**src/source/fscpu_config.svh**
```systemverilog
`ifndef FSCPU_CONFIG_SVH
`define FSCPU_CONFIG_SVH

`define FSCPU_SPEED_W      32
`define FSCPU_STEP_W       8
`define FSCPU_IMG_W        8
`define FSCPU_TABLE_DEPTH  256
`define FSCPU_TABLE_AW     8

// motor index 0 is left fiber, 1 right fiber, 2 x alignment, 3 y alignment
`define FSCPU_MOTORS       4

`define CMD_MOVE           32'd1
`define CMD_APPROACH       32'd2
`define CMD_STOP           32'd3

`define ERR_OK             32'd0
`define ERR_CMD            32'd1
`define ERR_MOTOR          32'd2
`define ERR_SPEED          32'd3
`define ERR_LIMIT          32'd4
`define ERR_NO_EDGE        32'd5

`endif

```
**src/source/fscpu_pkg.sv**
```systemverilog
`default_nettype none

`include "fscpu_config.svh"

package fscpu_pkg;

	typedef logic [`FSCPU_SPEED_W-1:0] speed_t;
	typedef logic [`FSCPU_STEP_W-1:0]  step_t;
	typedef logic [`FSCPU_IMG_W-1:0]   coord_t;

	// one bit wider than the address so a full table can be counted
	typedef logic [`FSCPU_TABLE_AW:0]  tab_addr_t;

	typedef logic [1:0]  motor_id_t;
	typedef logic [31:0] cmd_t;
	typedef logic [31:0] err_t;
	typedef logic [31:0] param_t;

	typedef enum logic [2:0] {
		IDLE,
		CHECK,
		MOVE_RUN,
		APP_WAIT,
		APP_RUN,
		DONE
	} ctl_state_t;

endpackage

`default_nettype wire

```
**src/source/motor_channel.sv**
```systemverilog
`default_nettype none
`timescale 1ns/100ps

module motor_channel (
	input  wire                    clk,
	input  wire                    resetn,
	input  wire                    go,
	input  wire                    abort,
	input  wire fscpu_pkg::speed_t go_speed,
	input  wire fscpu_pkg::step_t  go_step,
	input  wire                    go_dir,
	input  wire                    motor_state,
	output logic                   busy,
	output logic                   ch_done,
	output logic                   motor_sel,
	output logic                   motor_start,
	output logic                   motor_stop,
	output fscpu_pkg::speed_t      motor_speed,
	output fscpu_pkg::step_t       motor_step,
	output logic                   motor_dir
);

	logic seen_run; // driver has reported busy for this move
	logic launch;

	assign launch = go && !busy;

	always_ff @(posedge clk) begin
		if (!resetn) begin
			busy        <= 1'b0;
			seen_run    <= 1'b0;
			ch_done     <= 1'b0;
			motor_sel   <= 1'b0;
			motor_start <= 1'b0;
			motor_stop  <= 1'b0;
		end else begin
			ch_done     <= 1'b0;
			motor_start <= 1'b0;
			motor_stop  <= 1'b0;

			if (busy && abort) begin
				busy       <= 1'b0;
				seen_run   <= 1'b0;
				motor_sel  <= 1'b0;
				motor_stop <= 1'b1; // no ch_done for an aborted move
			end else if (launch) begin
				busy        <= 1'b1;
				seen_run    <= 1'b0;
				motor_sel   <= 1'b1;
				motor_start <= 1'b1;
			end else if (busy && !seen_run) begin
				if (motor_state)
					seen_run <= 1'b1;
			end else if (busy && !motor_state) begin
				// driver went idle after running, the move is complete
				busy      <= 1'b0;
				seen_run  <= 1'b0;
				motor_sel <= 1'b0;
				ch_done   <= 1'b1;
			end
		end
	end

	// command held steady for the driver until the next launch
	always_ff @(posedge clk) begin
		if (launch) begin
			motor_speed <= go_speed;
			motor_step  <= go_step;
			motor_dir   <= go_dir;
		end
	end

endmodule

`default_nettype wire

```
**config.mk**
```make
export PLATFORM = sky130hd
export DESIGN_NAME = motor_channel
export DESIGN_NICKNAME = d
export VERILOG_FILES = /design/src/source/fscpu_pkg.sv /design/src/source/motor_channel.sv
export VERILOG_INCLUDE_DIRS = /design/src /design/src/source
export SDC_FILE = /design/constraint.sdc
export NUM_CORES = 1
export LEC_CHECK = 0
export ABC_AREA = 1
export BUFFER_PORTS_ARGS = -buffer_cell sky130_fd_sc_hd__clkbuf_2
export CAP_MARGIN = 5
export CORE_MARGIN = 5
export CORE_UTILIZATION = 40
export CTS_CLUSTER_SIZE = 28
export DETAILED_ROUTE_END_ITERATION = 8
export PLACE_DENSITY = 0.76
export SLEW_MARGIN = 25
export SYNTH_ARGS = -nofsm -noshare
export SYNTH_HDL_FRONTEND = slang
export SYNTH_SLANG_ARGS = --single-unit
```
**constraint.sdc**
```tcl
create_clock -name clk -period 1.8 [get_ports clk]
set_input_delay 0.18 -clock clk [delete_from_list [all_inputs] [get_ports clk]]
set_output_delay 0.18 -clock clk [all_outputs]
set_load 0.05 [all_outputs]
```
==> out/qor.yml <==
holdPathStages: 3
ctsRootBufferMaster: "clkbuf_4"
power_density_nw_per_um2: 884.9
crit_start: "motor_sel"
reg2reg_from: "motor_sel"
syn_to_final_growth_pct: 68.97
path_max_fanout: 31
synth_top_area_share: 0.8624
ys.flop_type: "edfxtp_1"
vias: 1073
clock_latency_ns: 0.33
syn-cell-area_sq_um: 1428
met2_usage: 0.2542
rsz0062_at_grt: "no"
antenna_found_initial: 0
wirelength_microns: 3571
async_flop_share: 0
busiest_layer: "met2"
finClkSkew_ns: 0.003658
setup_ws_ns: 0.5152
die_area_sq_um: 4864
setup_violations: 0
dieWidth_microns: 69.74
start_kind: "flip-flop"
grt_pass1_vias: 1105
final.setup.tns_ns: 0
synth_fp_nets: 114
row_count: 21
dpl_cell_area_sq_um: 1953
worstMarginPinSlew_ns: 0.3607
min_from: "resetn"
finalMaxSlewViolations: 0
fin_crit_sh: 0.7138
hold_viol: 0
min_period_ns: 1.285
wl_per_cell_microns: 14.00
cts_setup_buffers: 0
first_pass_iters: 4
h-tree-depth: 2
crit_end: "motor_speed[14]"
grt_max_degree: 32
synth_commonest_cells: "edfxtp_1 (41), nand2_1 (7), dfxtp_1 (5), inv_1 (5), nor2_1 (5)"
ctsResizeCount: 0
use_met3: 0.08261
ir_worst_vdd_v: 0.0005121
drc_errors: 0
outcome: "finished clean"
io_pins: 92
maxCapViolCount: 0
vias_per_cell: 4.208
grt_overflow: 0
synthCells: 68
power.leakage_nw: 1.079
synth_edf_count: 41
r2r_slack_ns: 0.52
rr_worst_depth: 4
layout-drive-gt1-share: 0.4928
drtIter0Drc: 16
ys_types: 10
syn_avg_cell_area_sq_um: 20.99
yosysTopAreaCell: "edfxtp_1"
hpwl_microns: 2425
required_ns: 1.81
fmax_mhz: 778.3
coreArea_sq_um: 3390
synth.most_common_cell: "edfxtp_1"
post-route-util: 0.7117
worstSetupPathType: "reg -> reg"
grt_pass1_wl_microns: 5175
hold_ws_ns: 0.08734
cts.sinks: 46
clk_path_buf_depth: 2
io_buffers: 91
antenna_left: 0
synthTopCellsByArea: "edfxtp_1 (86%), dfxtp_1 (7.0%), nand2_1 (1.8%)"
r2r_end: "motor_speed[14]"
relSlewSlack: 0.7595
final_nets: 254
grt_use_met1: 0.1349
gp_congestion: 0.7837
start_util: 0.4212
place_ws_ns: 0.5338
fillers: 227
numCtsBuffers: 5
ys_seq_area_frac: 0.9325
endpoint_kind: "flip-flop"
clk_pin_slew_ns: 0.11
n_antenna_cell: 0
grt.total_usage: 0.1407
stdcell_area_sq_um: 2412
cp.arrival_ns: 1.29
hp-class: "in -> reg"
cts_tree: "yes"
chipHeight_microns: 69.74
ys_seq_elements: 46
ys.warnings.count: 0
[cells in the final DEF, fill, tap and decap left out, drive strengths merged]
cell          n
clkbuf       99
dlygate4sd3  41
edfxtp       41
nand2         8
nor2          5
inv           5
dfxtp         5
buf           2
nand3         2
clkinvlp      1
[what timing repair did]
item,4_1_cts,5_1_grt
hold endpoints to repair,21,20
setup endpoints to repair,0,0
hold buffers,21,20
[sequential cells by signal, indices dropped and copies added (netlist names)]
name,cells
motor_dir,1
motor_speed,32
ch_done,1
motor_start,1
motor_sel,1
motor_stop,1
motor_step,8
seen_run,1
[metal layers]
metal	vias to the layer above	wire length (microns)
met5	-	0
met2	65	1867
li1	522	-
met3	6	357
met1	480	1306
met4	0	39
[stage by stage]
step           cells  power (W)
3_5_place_dp     206   0.001657
4_1_cts          235   0.002131
6_report         255   0.002135
2_1_floorplan     68   0.001538
5_1_grt          255   0.002253
3_3_place_gp     206   0.001648
[layout make-up]
cell class	count	area [sq um]	share of cell area
inverters	6	26.28	0.01089
well taps	46	57.56	0.02386
flip-flops and latches	46	1333	0.5524
multi-input cells	15	66.31	0.02749
repair buffers	134	880.8	0.3651
clock buffers	8	48.80	0.02023
[where the power goes]
group	switching (W)	total (W)	internal (W)
registers	0.0000204	0.00126	0.00124
logic	0.000304	0.000445	0.000140
clock network	0.000276	0.000432	0.000156
[critical path, cell delays in order, from the launching register on]
cell and delay [ns]:
dfxtp_2 0.37, inv_2 0.08, nand2_2 0.09, clkinvlp_4 0.08, buf_4 0.33
[cells by family after synthesis]
group | synth area share
and+or+nand+nor | 0.04645
DFF | 0.9325
buffers and inverters | 0.02104
[how the worst min path moves through the flow]
stage / endpoint / slack (ns)
2_1_floorplan: motor_dir / 0.28
3_3_place_gp: motor_dir / 0.36
3_5_place_dp: motor_speed[2] / 0.36
4_1_cts: motor_speed[16] / 0.0003
5_1_grt: motor_sel / 0.03
6_report: motor_sel / 0.09
Power figures use the tool's default switching activity.
