===== src/source/fscpu_config.svh =====
`ifndef FSCPU_CONFIG_SVH
`define FSCPU_CONFIG_SVH

`define FSCPU_SPEED_W      32
`define FSCPU_STEP_W       8
`define FSCPU_IMG_W        8
`define FSCPU_TABLE_DEPTH  256
`define FSCPU_TABLE_AW     8

// motor index 0 is left fiber, 1 right fiber, 2 x alignment, 3 y alignment
`define FSCPU_MOTORS       4

`define CMD_MOVE           32'd1
`define CMD_APPROACH       32'd2
`define CMD_STOP           32'd3

`define ERR_OK             32'd0
`define ERR_CMD            32'd1
`define ERR_MOTOR          32'd2
`define ERR_SPEED          32'd3
`define ERR_LIMIT          32'd4
`define ERR_NO_EDGE        32'd5

`endif


===== src/source/fscpu_pkg.sv =====
`default_nettype none

`include "fscpu_config.svh"

package fscpu_pkg;

	typedef logic [`FSCPU_SPEED_W-1:0] speed_t;
	typedef logic [`FSCPU_STEP_W-1:0]  step_t;
	typedef logic [`FSCPU_IMG_W-1:0]   coord_t;

	// one bit wider than the address so a full table can be counted
	typedef logic [`FSCPU_TABLE_AW:0]  tab_addr_t;

	typedef logic [1:0]  motor_id_t;
	typedef logic [31:0] cmd_t;
	typedef logic [31:0] err_t;
	typedef logic [31:0] param_t;

	typedef enum logic [2:0] {
		IDLE,
		CHECK,
		MOVE_RUN,
		APP_WAIT,
		APP_RUN,
		DONE
	} ctl_state_t;

endpackage

`default_nettype wire


===== src/source/edge_gap.sv =====
`default_nettype none
`timescale 1ns/100ps

module edge_gap (
	input  wire                    clk,
	input  wire                    resetn,
	input  wire                    ana_done,
	input  wire                    lft_valid,
	input  wire fscpu_pkg::coord_t lft_edge,
	input  wire                    rt_valid,
	input  wire fscpu_pkg::coord_t rt_edge,
	output logic                   gap_ready,
	output fscpu_pkg::coord_t      gap,
	output logic                   gap_fault
);

	logic crossed;
	logic fault_now;

	// right fiber seen left of the left fiber, the gap would wrap
	assign crossed   = rt_edge < lft_edge;
	assign fault_now = !lft_valid || !rt_valid || crossed;

	always_ff @(posedge clk) begin
		if (!resetn) begin
			gap_ready <= 1'b0;
			gap_fault <= 1'b0;
		end else begin
			gap_ready <= ana_done;
			if (ana_done)
				gap_fault <= fault_now;
		end
	end

	// gap is only meaningful while gap_fault is low
	always_ff @(posedge clk) begin
		if (ana_done)
			gap <= rt_edge - lft_edge;
	end

endmodule

`default_nettype wire


===== config.mk =====
export PLATFORM = sky130hd
export DESIGN_NAME = edge_gap
export DESIGN_NICKNAME = d
export VERILOG_FILES = /design/src/source/fscpu_pkg.sv /design/src/source/edge_gap.sv
export VERILOG_INCLUDE_DIRS = /design/src /design/src/source
export SDC_FILE = /design/constraint.sdc
export NUM_CORES = 1
export LEC_CHECK = 0
export BUFFER_PORTS_ARGS = -buffer_cell sky130_fd_sc_hd__buf_4
export CORE_AREA = 2 2 49 51
export DETAILED_ROUTE_END_ITERATION = 16
export DIE_AREA = 0 0 51 53
export GPL_TIMING_DRIVEN = 1
export PLACE_DENSITY_LB_ADDON = 0.1
export SKIP_CTS_REPAIR_TIMING = 1
export SYNTH_ARGS = -nofsm -noshare
export SYNTH_HDL_FRONTEND = slang
export SYNTH_SLANG_ARGS = --single-unit

===== constraint.sdc =====
create_clock -name clk -period 3.4 [get_ports clk]
set_input_delay 0.68 -clock clk [delete_from_list [all_inputs] [get_ports clk]]
set_output_delay 0.68 -clock clk [all_outputs]
set_load 0.01 [all_outputs]

==> results.sh <==
export IMPL_cpPeakStageDelay_ps=390
export IMPL_yosysSeqAreaShare_pct=39.5
export IMPL_layout_common_cells="30 x buf_4, 11 x inv_1, 8 x ha_1, 8 x edfxtp_1"
export IMPL_cp_end_kind="flip-flop"
export IMPL_io_pins=31
export IMPL_placed_area_um2=970
export IMPL_netlist_instances=67
export IMPL_clockBufferDepth=2
export IMPL_final_common_cell="buf_4"
export IMPL_fin_skew_ps=0
export IMPL_num_vias=591
export IMPL_slew_violations=0
export IMPL_rsz0062_at_grt="no"
export IMPL_groute_usage_overall_pct=10.8
export IMPL_via_per_inst=4.58
export IMPL_synth_edf_count=8
export IMPL_period_needed_ps=2110
export IMPL_grt_max_degree=13
export IMPL_worst_pin_slew_ps=312
export IMPL_cts_sinks=10
export IMPL_setup_worst_path_end="gap[6]"
export IMPL_ys_warn_count=0
export IMPL_cp_startpoint="rt_edge[0]"
export IMPL_die_height_um=53
export IMPL_fin_area_um2=996
export IMPL_synth_area_um2=709
export IMPL_clk_latency_ps=240
export IMPL_cpMaxStageDelayCell="fa_1"
export IMPL_critical_path_buf_inv_count=3
export IMPL_syn_num_nets=97
export IMPL_clockRootBuffer="clkbuf_4"
export IMPL_reg2reg_slack_ps=2750
export IMPL_final_util_pct=46.4
export IMPL_p_leak_nw=0.479
export IMPL_r2r_end="gap_fault"
export IMPL_fill_cells=222
export IMPL_power_density_nw_per_um2=360
export IMPL_wl_mm=1.26
export IMPL_numCtsBuffers=3
export IMPL_cp_cell_sequence="buf_4, inv_1, ha_1, inv_1, fa_1, a21o_1, a21o_2, o311ai_1"
export IMPL_antenna_left=0
export IMPL_outcome="finished clean"
export IMPL_required_ps=3460
export IMPL_path_depth=8
export IMPL_num_rows=17
export IMPL_h_tree_depth=1
export IMPL_grt_pass1_wl_mm=2.27
export IMPL_path_delay_family="compound AO/OA/AOI/OAI gates"
export IMPL_period_share_pct=62.1
export IMPL_fmax_ghz=0.474
export IMPL_worstRegToRegCells=2
export IMPL_max_slew_margin_rel_pct=79.2
export IMPL_netlist_cell_type_count=29
export IMPL_cpMostUsedCell="inv_1"
export IMPL_port_buffers=30
export IMPL_peakVddDrop_v=0.000177
export IMPL_diodes=0
export IMPL_die_w_um=51
export IMPL_grt_overflow_total=0
export IMPL_ys_ff_latch=10
export IMPL_final_hold_viol_count=0
export IMPL_drt_pass1_iterations=4
export IMPL_routedWlPerCell_um=9.73
export IMPL_dp_hpwl_mm=1.09
export IMPL_critPathKind="in -> reg"
export IMPL_start_util_pct=33.0
export IMPL_regToRegStartpoint="gap_fault"
export IMPL_worstSetupStartpointType="input pin"
export IMPL_drt_iter0_drc=2
export IMPL_critPathArrivalTime_ps=2170
export IMPL_antenna_found_initial=0
export IMPL_fp_coreArea_um2=2150
export IMPL_remaining_drc_errors=0
export IMPL_syn_avg_cell_area_um2=10.6
export IMPL_drive_gt1_share_pct=34.7
export IMPL_fin_setup_tns_ps=0
export IMPL_gp_congestion=0.760
export IMPL_cts_tree="done"
export IMPL_grt_pass1_vias=565
export IMPL_synthArstFlopShare_pct=0
export IMPL_setup_viol=0
export IMPL_clk_pin_slew_ps=60
export IMPL_crit_fanout=3
export IMPL_hp_class="reg -> reg"
export IMPL_final_net_count=132
export IMPL_die_area_um2=2700
export IMPL_ys_flop_type="edfxtp_1"
export IMPL_drv_cap=0
export IMPL_area_delta_synth_final_pct=40.4
[where the power goes]
part	switching, mW	internal, mW
combinational	0.0569	0.0660
clock	0.0337	0.0450
sequential	0.00388	0.153
total	0.0945	0.264
[synthesized netlist by cell type (2+ instances only)]
library cell  count  share of area, %
o21ai_0           3               2.1
o21a_1            3               3.2
ha_1              8                14
nor2b_1           2               1.8
a21o_1            2               2.1
nor3_1            3               2.1
dfxtp_1           2               5.6
edfxtp_1          8                34
xor2_1            3               3.7
inv_1            11               5.8
a21oi_1           3               2.1
nor2_1            2               1.1
[cell families (layout without fill, tap and decap cells)]
kind of cell    Yosys count  after routing  share of synthesized area (%)
compound gates           18             18                           20.5
xor+xnor                  4              4                           4.94
fa+ha+maj                 9              9                           16.9
buf+inv                  11             45                           5.82
flops                    10             10                           39.5
mux                       1              1                           1.41
simple gates             14             14                           10.9
[final cells by class]
cell class              instances  area [um^2]  share of cell area [%]
flip-flops and latches         10          280                    28.1
repair buffers                 30          225                    22.6
inverters                      11         41.3                    4.15
multi-input cells              46          388                    38.9
well taps                      28         35.0                    3.52
clock buffers                   4         26.3                    2.64
[flip-flops by register name (all words and copies together) (netlist names)]
| signal | cells |
|---|---|
| gap_ready | 1 |
| gap | 8 |
| gap_fault | 1 |
[per-stage QoR]
stage / hold WS (ps) / worst slack (ps) / total power [mW] / instances
final: 570 / 1290 / 0.359 / 129
after global placement: 553 / 1080 / 0.284 / 125
after detailed placement: 556 / 1010 / 0.284 / 125
after CTS: 575 / 1270 / 0.364 / 129
after global routing: 645 / 1100 / 0.384 / 129
after floorplan: 577 / 1260 / 0.230 / 67
[worst reg2reg max path, delay by kind of cell, from the launching register on]
| kind | cells | cell delay (ps) |
|---|---|---|
| DFF | 1 | 310 |
| AOI/OAI and AO/OA | 2 | 230 |
[layer usage]
metal	GRT usage [%]	vias up	wire length, um
met5	0	-	0
met4	2.70	0	0
met3	1.69	0	91
met2	18.8	21	591
met1	13.8	257	572
li1	-	313	-
[worst min path at each step]
stage / from / to / slack (ps) / cells past startpoint
floorplan: gap_fault / gap_fault / 580 / 2
global placement: gap_fault / gap_fault / 550 / 2
detailed placement: gap_fault / gap_fault / 560 / 2
CTS: gap_fault / gap_fault / 570 / 2
global route: gap_fault / gap_fault / 640 / 2
finish: gap_fault / gap_fault / 570 / 2
Note: power is estimated with default switching activity, not from simulation.
