## config.mk

```make
export PLATFORM = sky130hd
export DESIGN_NAME = fscpu_ctl
export DESIGN_NICKNAME = d
export VERILOG_FILES = /design/src/source/fscpu_pkg.sv /design/src/source/fscpu_ctl.sv
export VERILOG_INCLUDE_DIRS = /design/src /design/src/source
export SDC_FILE = /design/constraint.sdc
export NUM_CORES = 1
export LEC_CHECK = 0
export ABC_CLOCK_PERIOD_IN_PS = 10150
export BUFFER_PORTS_ARGS = -buffer_cell sky130_fd_sc_hd__buf_2
export CORE_AREA = 2 2 125 127
export CTS_CLUSTER_DIAMETER = 50
export DETAILED_ROUTE_END_ITERATION = 8
export DIE_AREA = 0 0 127 129
export PLACE_DENSITY_LB_ADDON = 0.2
export SETUP_SLACK_MARGIN = 0.1
export SLEW_MARGIN = 20
export SYNTH_ARGS = -nofsm -noshare
export SYNTH_HDL_FRONTEND = slang
export SYNTH_SLANG_ARGS = --single-unit
```

## constraint.sdc

```tcl
create_clock -name clk -period 10.15 [get_ports clk]
set_clock_uncertainty 0.2 [all_clocks]
set_input_delay 0.5075 -clock clk [delete_from_list [all_inputs] [get_ports clk]]
set_output_delay 0.5075 -clock clk [all_outputs]
set_load 0.01 [all_outputs]
```

## src/source/fscpu_config.svh

```systemverilog
`ifndef FSCPU_CONFIG_SVH
`define FSCPU_CONFIG_SVH

`define FSCPU_SPEED_W      32
`define FSCPU_STEP_W       8
`define FSCPU_IMG_W        8
`define FSCPU_TABLE_DEPTH  256
`define FSCPU_TABLE_AW     8

// motor index 0 is left fiber, 1 right fiber, 2 x alignment, 3 y alignment
`define FSCPU_MOTORS       4

`define CMD_MOVE           32'd1
`define CMD_APPROACH       32'd2
`define CMD_STOP           32'd3

`define ERR_OK             32'd0
`define ERR_CMD            32'd1
`define ERR_MOTOR          32'd2
`define ERR_SPEED          32'd3
`define ERR_LIMIT          32'd4
`define ERR_NO_EDGE        32'd5

`endif

```

## src/source/fscpu_pkg.sv

```systemverilog
`default_nettype none

`include "fscpu_config.svh"

package fscpu_pkg;

	typedef logic [`FSCPU_SPEED_W-1:0] speed_t;
	typedef logic [`FSCPU_STEP_W-1:0]  step_t;
	typedef logic [`FSCPU_IMG_W-1:0]   coord_t;

	// one bit wider than the address so a full table can be counted
	typedef logic [`FSCPU_TABLE_AW:0]  tab_addr_t;

	typedef logic [1:0]  motor_id_t;
	typedef logic [31:0] cmd_t;
	typedef logic [31:0] err_t;
	typedef logic [31:0] param_t;

	typedef enum logic [2:0] {
		IDLE,
		CHECK,
		MOVE_RUN,
		APP_WAIT,
		APP_RUN,
		DONE
	} ctl_state_t;

endpackage

`default_nettype wire

```

## src/source/fscpu_ctl.sv

```systemverilog
`default_nettype none
`timescale 1ns/100ps

`include "fscpu_config.svh"

module fscpu_ctl (
	input  wire                        clk,
	input  wire                        resetn,
	input  wire                        req_en,
	input  wire fscpu_pkg::cmd_t       req_cmd,
	input  wire fscpu_pkg::param_t     req_param0,
	input  wire fscpu_pkg::param_t     req_param1,
	input  wire fscpu_pkg::param_t     req_param2,
	input  wire fscpu_pkg::param_t     req_param3,
	input  wire fscpu_pkg::tab_addr_t  bpm_size,
	input  wire fscpu_pkg::speed_t     tab_speed,
	input  wire [`FSCPU_MOTORS-1:0]    ch_busy,
	input  wire [`FSCPU_MOTORS-1:0]    ch_done,
	input  wire [`FSCPU_MOTORS-1:0]    motor_zpsign,
	input  wire [`FSCPU_MOTORS-1:0]    motor_tpsign,
	input  wire                        gap_ready,
	input  wire fscpu_pkg::coord_t     gap,
	input  wire                        gap_fault,
	output logic                       req_done,
	output fscpu_pkg::err_t            req_err,
	output fscpu_pkg::tab_addr_t       tab_rd_addr,
	output logic [`FSCPU_MOTORS-1:0]   ch_go,
	output logic [`FSCPU_MOTORS-1:0]   ch_abort,
	output fscpu_pkg::speed_t          ch_speed,
	output fscpu_pkg::step_t           ch_step,
	output logic [`FSCPU_MOTORS-1:0]   ch_dir
);

	fscpu_pkg::ctl_state_t state;
	fscpu_pkg::cmd_t       cmd_q;
	fscpu_pkg::param_t     p0_q, p1_q, p2_q, p3_q;
	fscpu_pkg::param_t     idx_now, idx_q;
	fscpu_pkg::motor_id_t  mot;
	fscpu_pkg::err_t       chk_err;
	fscpu_pkg::coord_t     excess;
	fscpu_pkg::step_t      half_step;
	logic [`FSCPU_IMG_W:0] excess_up;
	logic [`FSCPU_MOTORS-1:0] go_q;
	logic [1:0] pend; // left and right still moving in this round
	logic [1:0] pend_next;
	logic stop_req, accept, gap_over, app_launch;

	assign stop_req = req_en && (req_cmd == `CMD_STOP);
	assign accept   = stop_req || (req_en && state == fscpu_pkg::IDLE);

	// the speed index is param0 for an approach and param1 for a move
	assign idx_now = (req_cmd == `CMD_APPROACH) ? req_param0 : req_param1;
	assign idx_q   = (cmd_q == `CMD_APPROACH) ? p0_q : p1_q;
	assign tab_rd_addr = (state == fscpu_pkg::IDLE) ? fscpu_pkg::tab_addr_t'(idx_now) :
		fscpu_pkg::tab_addr_t'(idx_q);
	assign mot = fscpu_pkg::motor_id_t'(p0_q);

	always_comb begin
		chk_err = `ERR_OK;
		if (cmd_q == `CMD_MOVE) begin
			if (p0_q >= `FSCPU_MOTORS)
				chk_err = `ERR_MOTOR;
			else if (p1_q >= fscpu_pkg::param_t'(bpm_size))
				chk_err = `ERR_SPEED;
			else if (p3_q[0] ? motor_tpsign[mot] : motor_zpsign[mot])
				chk_err = `ERR_LIMIT;
		end else if (cmd_q == `CMD_APPROACH) begin
			if (p0_q >= fscpu_pkg::param_t'(bpm_size))
				chk_err = `ERR_SPEED;
			else if (motor_tpsign[0] || motor_zpsign[1]) // left forward, right reverse
				chk_err = `ERR_LIMIT;
		end else if (cmd_q != `CMD_STOP) begin
			chk_err = `ERR_CMD;
		end
	end

	// approach target is param1, each side covers half the excess rounded up
	assign gap_over   = fscpu_pkg::param_t'(gap) > p1_q;
	assign excess     = gap - fscpu_pkg::coord_t'(p1_q);
	assign excess_up  = {1'b0, excess} + 1'b1;
	assign half_step  = fscpu_pkg::step_t'(excess_up >> 1);
	assign app_launch = (state == fscpu_pkg::APP_WAIT) && gap_ready && !gap_fault &&
		gap_over && !stop_req;
	assign pend_next  = pend & ~ch_done[1:0];

	assign ch_go    = go_q | {{(`FSCPU_MOTORS-2){1'b0}}, app_launch, app_launch};
	assign ch_speed = tab_speed;
	assign ch_step  = (state == fscpu_pkg::APP_WAIT) ? half_step : fscpu_pkg::step_t'(p2_q);
	assign ch_dir   = (state == fscpu_pkg::APP_WAIT) ? `FSCPU_MOTORS'(1) :
		{`FSCPU_MOTORS{p3_q[0]}};
	assign req_done = (state == fscpu_pkg::DONE);

	always_ff @(posedge clk) begin
		if (accept) begin
			cmd_q <= req_cmd;
			p0_q  <= req_param0;
			p1_q  <= req_param1;
			p2_q  <= req_param2;
			p3_q  <= req_param3;
		end
	end

	always_ff @(posedge clk) begin
		if (!resetn) begin
			state    <= fscpu_pkg::IDLE;
			req_err  <= `ERR_OK;
			go_q     <= '0;
			ch_abort <= '0;
			pend     <= '0;
		end else begin
			go_q     <= '0;
			ch_abort <= '0;
			if (stop_req) begin
				ch_abort <= ch_busy | ch_go; // includes a move launched this cycle
				state    <= fscpu_pkg::CHECK;
			end else begin
				case (state)
					fscpu_pkg::IDLE: begin
						if (req_en)
							state <= fscpu_pkg::CHECK;
					end
					fscpu_pkg::CHECK: begin
						req_err <= chk_err;
						state   <= fscpu_pkg::DONE;
						if (chk_err == `ERR_OK && cmd_q == `CMD_MOVE) begin
							go_q[mot] <= 1'b1;
							state     <= fscpu_pkg::MOVE_RUN;
						end else if (chk_err == `ERR_OK && cmd_q == `CMD_APPROACH) begin
							state <= fscpu_pkg::APP_WAIT;
						end
					end
					fscpu_pkg::MOVE_RUN: begin
						if (ch_done[mot])
							state <= fscpu_pkg::DONE;
					end
					fscpu_pkg::APP_WAIT: begin
						if (gap_ready) begin
							if (gap_fault) begin
								req_err <= `ERR_NO_EDGE;
								state   <= fscpu_pkg::DONE;
							end else if (!gap_over) begin
								state <= fscpu_pkg::DONE;
							end else begin
								pend  <= 2'b11;
								state <= fscpu_pkg::APP_RUN;
							end
						end
					end
					fscpu_pkg::APP_RUN: begin
						pend <= pend_next;
						if (pend_next == 2'b00)
							state <= fscpu_pkg::APP_WAIT; // next frame decides
					end
					fscpu_pkg::DONE:
						state <= fscpu_pkg::IDLE;
					default:
						state <= fscpu_pkg::IDLE;
				endcase
			end
		end
	end

endmodule

`default_nettype wire

```

==> Flow_metrics.wiki <==
{| class="wikitable"
! Metric !! Value
|-
| Run status || finished clean
|-
| Die boundary height || 129 um
|-
| Overall power after layout || 1.40 mW
|-
| Detail Placement HPWL || between 10 and 15 mm
|-
| Fraction of synthesis flops using an asynchronous set or reset pin || 0
|-
| Max frequency || 0.247 GHz
|-
| FF+latch count, synth || 121
|-
| Relative slew margins || 0.449
|-
| Minimum clock period after layout || 4.04 ns
|-
| Number of H-tree branching levels || 4
|-
| Max-slew violation count || 0
|-
| Maximum ir drop on the vdd rail || 0.000116 V
|-
| Antenna Violating Nets Remaining || 0
|-
| Count of warnings emitted by yosys || 0
|-
| Width of the die || 127 um
|-
| Data required, critical path || between 9 and 10 ns
|-
| Most common flop cell mapped by yosys || edfxtp_1
|-
| Commonest cells after routing, fill and taps aside || buf_2 (175), edfxtp_1 (105), nand2_1 (31)
|-
| Initial antenna violation count || 2
|-
| Average detailed-routed wire length per instance || 17.5 um
|-
| Distinct cells, synth || 53
|-
| Worst-path fanout max || 4
|-
| Part of the cycle the worst path needs || 0.398
|-
| Total iterations of the first detailed-routing run || 4
|-
| Data arrival time at the worst-slack endpoint || between 3 and 4 ns
|-
| Cell Pwr Density || between 150 and 200 nW/um^2
|-
| Number of fillers in the final layout || 1346
|-
| Crit path max-delay cell type || nor4_1
|-
| Final Hold Fails || 0
|-
| Syn_area_per_cell || 12.1 um^2
|-
| Element type at the critical path start || flop
|-
| Most common cell type on the critical path || or4_1
|-
| Count of buffers from port buffering || approximately 180
|-
| Total congestion overflow || 0
|-
| Clock root buffer master || clkbuf_16
|-
| Library cell occupying the most area in the post-synthesis netlist || edfxtp_1
|-
| Post-route setup slack || 6.11 ns
|-
| Global-route track usage on met3 || 0.0715
|-
| Total setup buffers inserted after CTS || 0
|-
| Number of remaining DRC errors || 0
|-
| Clock-pin slew on the worst setup and hold paths || 0.05 ns
|-
| FP Rows || 45
|-
| Cell area after technology mapping || 6080 um^2
|-
| Type of the worst setup path || flop to primary output
|-
| Setup TNS after final layout || 0 ns
|-
| Post-synthesis cell count || 501
|-
| # nets final || approximately 910
|-
| Initial DRC Count || 314
|-
| Element type at the critical path end || primary output
|-
| Number of buffers on the longest clock path || 2
|-
| Commonest non-fill, non-tap cell in the layout || buf_2
|-
| RSZ-0062 raised after global routing || false
|-
| Via count of the first global-routing pass || 4243
|-
| Total of endpoints with negative setup slack in the final report || 0
|-
| Vias/cell || 5.01
|-
| Latest clock arrival within the worst-skew pair || 0.41 ns
|-
| TritonCTS Buffers || 17
|-
| Total clock sinks || 121
|-
| TritonCTS clock tree || done
|-
| Total routing usage reported by global routing || 0.182
|-
| Post-place setup slack || slightly above 6 ns
|-
| Layout cells sized above 1 || 0.356
|-
| Number of enable-type register cells in the synthesized netlist || 105
|-
| Syn-to-layout area delta || 22.0%
|-
| Max Cap Viol || 0
|-
| Routed Wire Length || 15.0 mm
|-
| Most Crowded Layer GR || met2
|-
| Core Box Area || 15000 um^2
|-
| Leading post-synthesis cells by cell area || edfxtp_1 (52%), buf_4 (8.0%), ha_1 (5.6%)
|-
| Path class of the lowest-slack min-delay path || input port to flop
|-
| Global-route met1 utilization || 0.202
|-
| Total of hold buffers inserted after clock tree synthesis || 0
|-
| Biggest cell delay along the critical path || 0.57 ns
|-
| Final RePlAce weighted congestion || 0.875
|-
| List of cells traversed by the critical path || or4_1 > or4_1 > nor3_1 > o311ai_0 > nor4_1 > or2_2 > buf_2
|-
| Transition time at the pin with the least slew margin || around 0.82 ns
|-
| Number of gates resized after cts || 0
|-
| Sequential element share of the synthesized area || 0.571
|-
| Pin count of the biggest net entering global routing || 67
|-
| Global routing usage on met2 || 0.313
|-
| Portion of synthesized cell area occupied by the leading cell type || 0.519
|-
| DIE AREA || roughly 16000 um^2
|-
| Initial Utilization || 0.406
|-
| Wire length of the first global-routing pass || 22.2 mm
|-
| Total number of vias || 4294
|-
| I/O pin count || 324
|-
| Reported leakage power || roughly 3.0 nW
|}
-- per-layer routing --
layer	wire length, um	up-vias
li1	-	2085
met1	5840	1950
met2	7310	236
met3	1530	23
met4	298	0
met5	0	-
-- cells by family after synthesis --
group | share of synthesized area
AO/OA/AOI/OAI | 0.0710
multiplexers | 0.0461
buffers and inverters | 0.101
adder cells (fa/ha/maj) | 0.0589
other | 0.000617
AND/OR/NAND/NOR | 0.136
flip-flops | 0.571
XOR/XNOR | 0.0158
-- flip-flops by register name (all words and copies together), names as in the netlist, 3 cells and up --
| signal | count |
|---|---|
| go_q | 4 |
| p1_q | 32 |
| ch_abort | 4 |
| state | 3 |
| p0_q | 32 |
| p2_q | 8 |
| cmd_q | 32 |
| req_err | 3 |
-- synth_stat cells (13+ instances only) --
cell	count
o21ai_0	25
inv_1	26
nor3_1	13
edfxtp_1	105
buf_4	65
a21oi_1	14
nor2_1	30
ha_1	27
nor4_1	27
nand2_1	31
dfxtp_1	16
-- power by group --
group / internal [mW] / switching (mW) / total (mW)
clock: 0.362 / 0.226 / 0.588
sequential: 0.597 / 0.0221 / 0.619
combinational: 0.0783 / 0.117 / 0.195
-- area by class of cell --
cell class | instances | area, um^2 | area share
antenna | 1 | 2.50 | 0.000337
inverter | 26 | 97.6 | 0.0132
clock inverter | 14 | 148 | 0.0199
clock buffer | 18 | 429 | 0.0579
multi-input combinational | 310 | 2120 | 0.286
sequential | 121 | 3470 | 0.468
timing repair buffer | 179 | 906 | 0.122
tap | 188 | 235 | 0.0317
-- stage by stage --
stage                     hold WS, ns   util  instances  instance area [um^2]
after floorplan                 0.231      -        529                  6180
after global placement          0.255  0.456        824                  6830
after detailed placement        0.278  0.456        824                  6830
after CTS                      0.0499  0.495        856                  7410
after global routing           0.0501  0.495        856                  7410
final                          0.0689  0.495        857                  7420
-- critical path: cells and delay by family (launching register included) --
kind,cells,cell delay [ns]
simple gates,5,2.10
compound gates,1,0.36
flops,1,0.34
buf+inv,1,0.12
-- final timing paths --
kind                   from     endpoint  slack, ns  cells past startpoint
min reg2reg         go_q[3]  ch_abort[3]       0.28                      2
min          req_param0[19]     p0_q[19]       0.07                      1
max                p1_q[13]     ch_go[1]       6.11                      7
max reg2reg        p1_q[13]      pend[1]       7.00                      7
No activity file was read; power rests on OpenSTA's default activity.
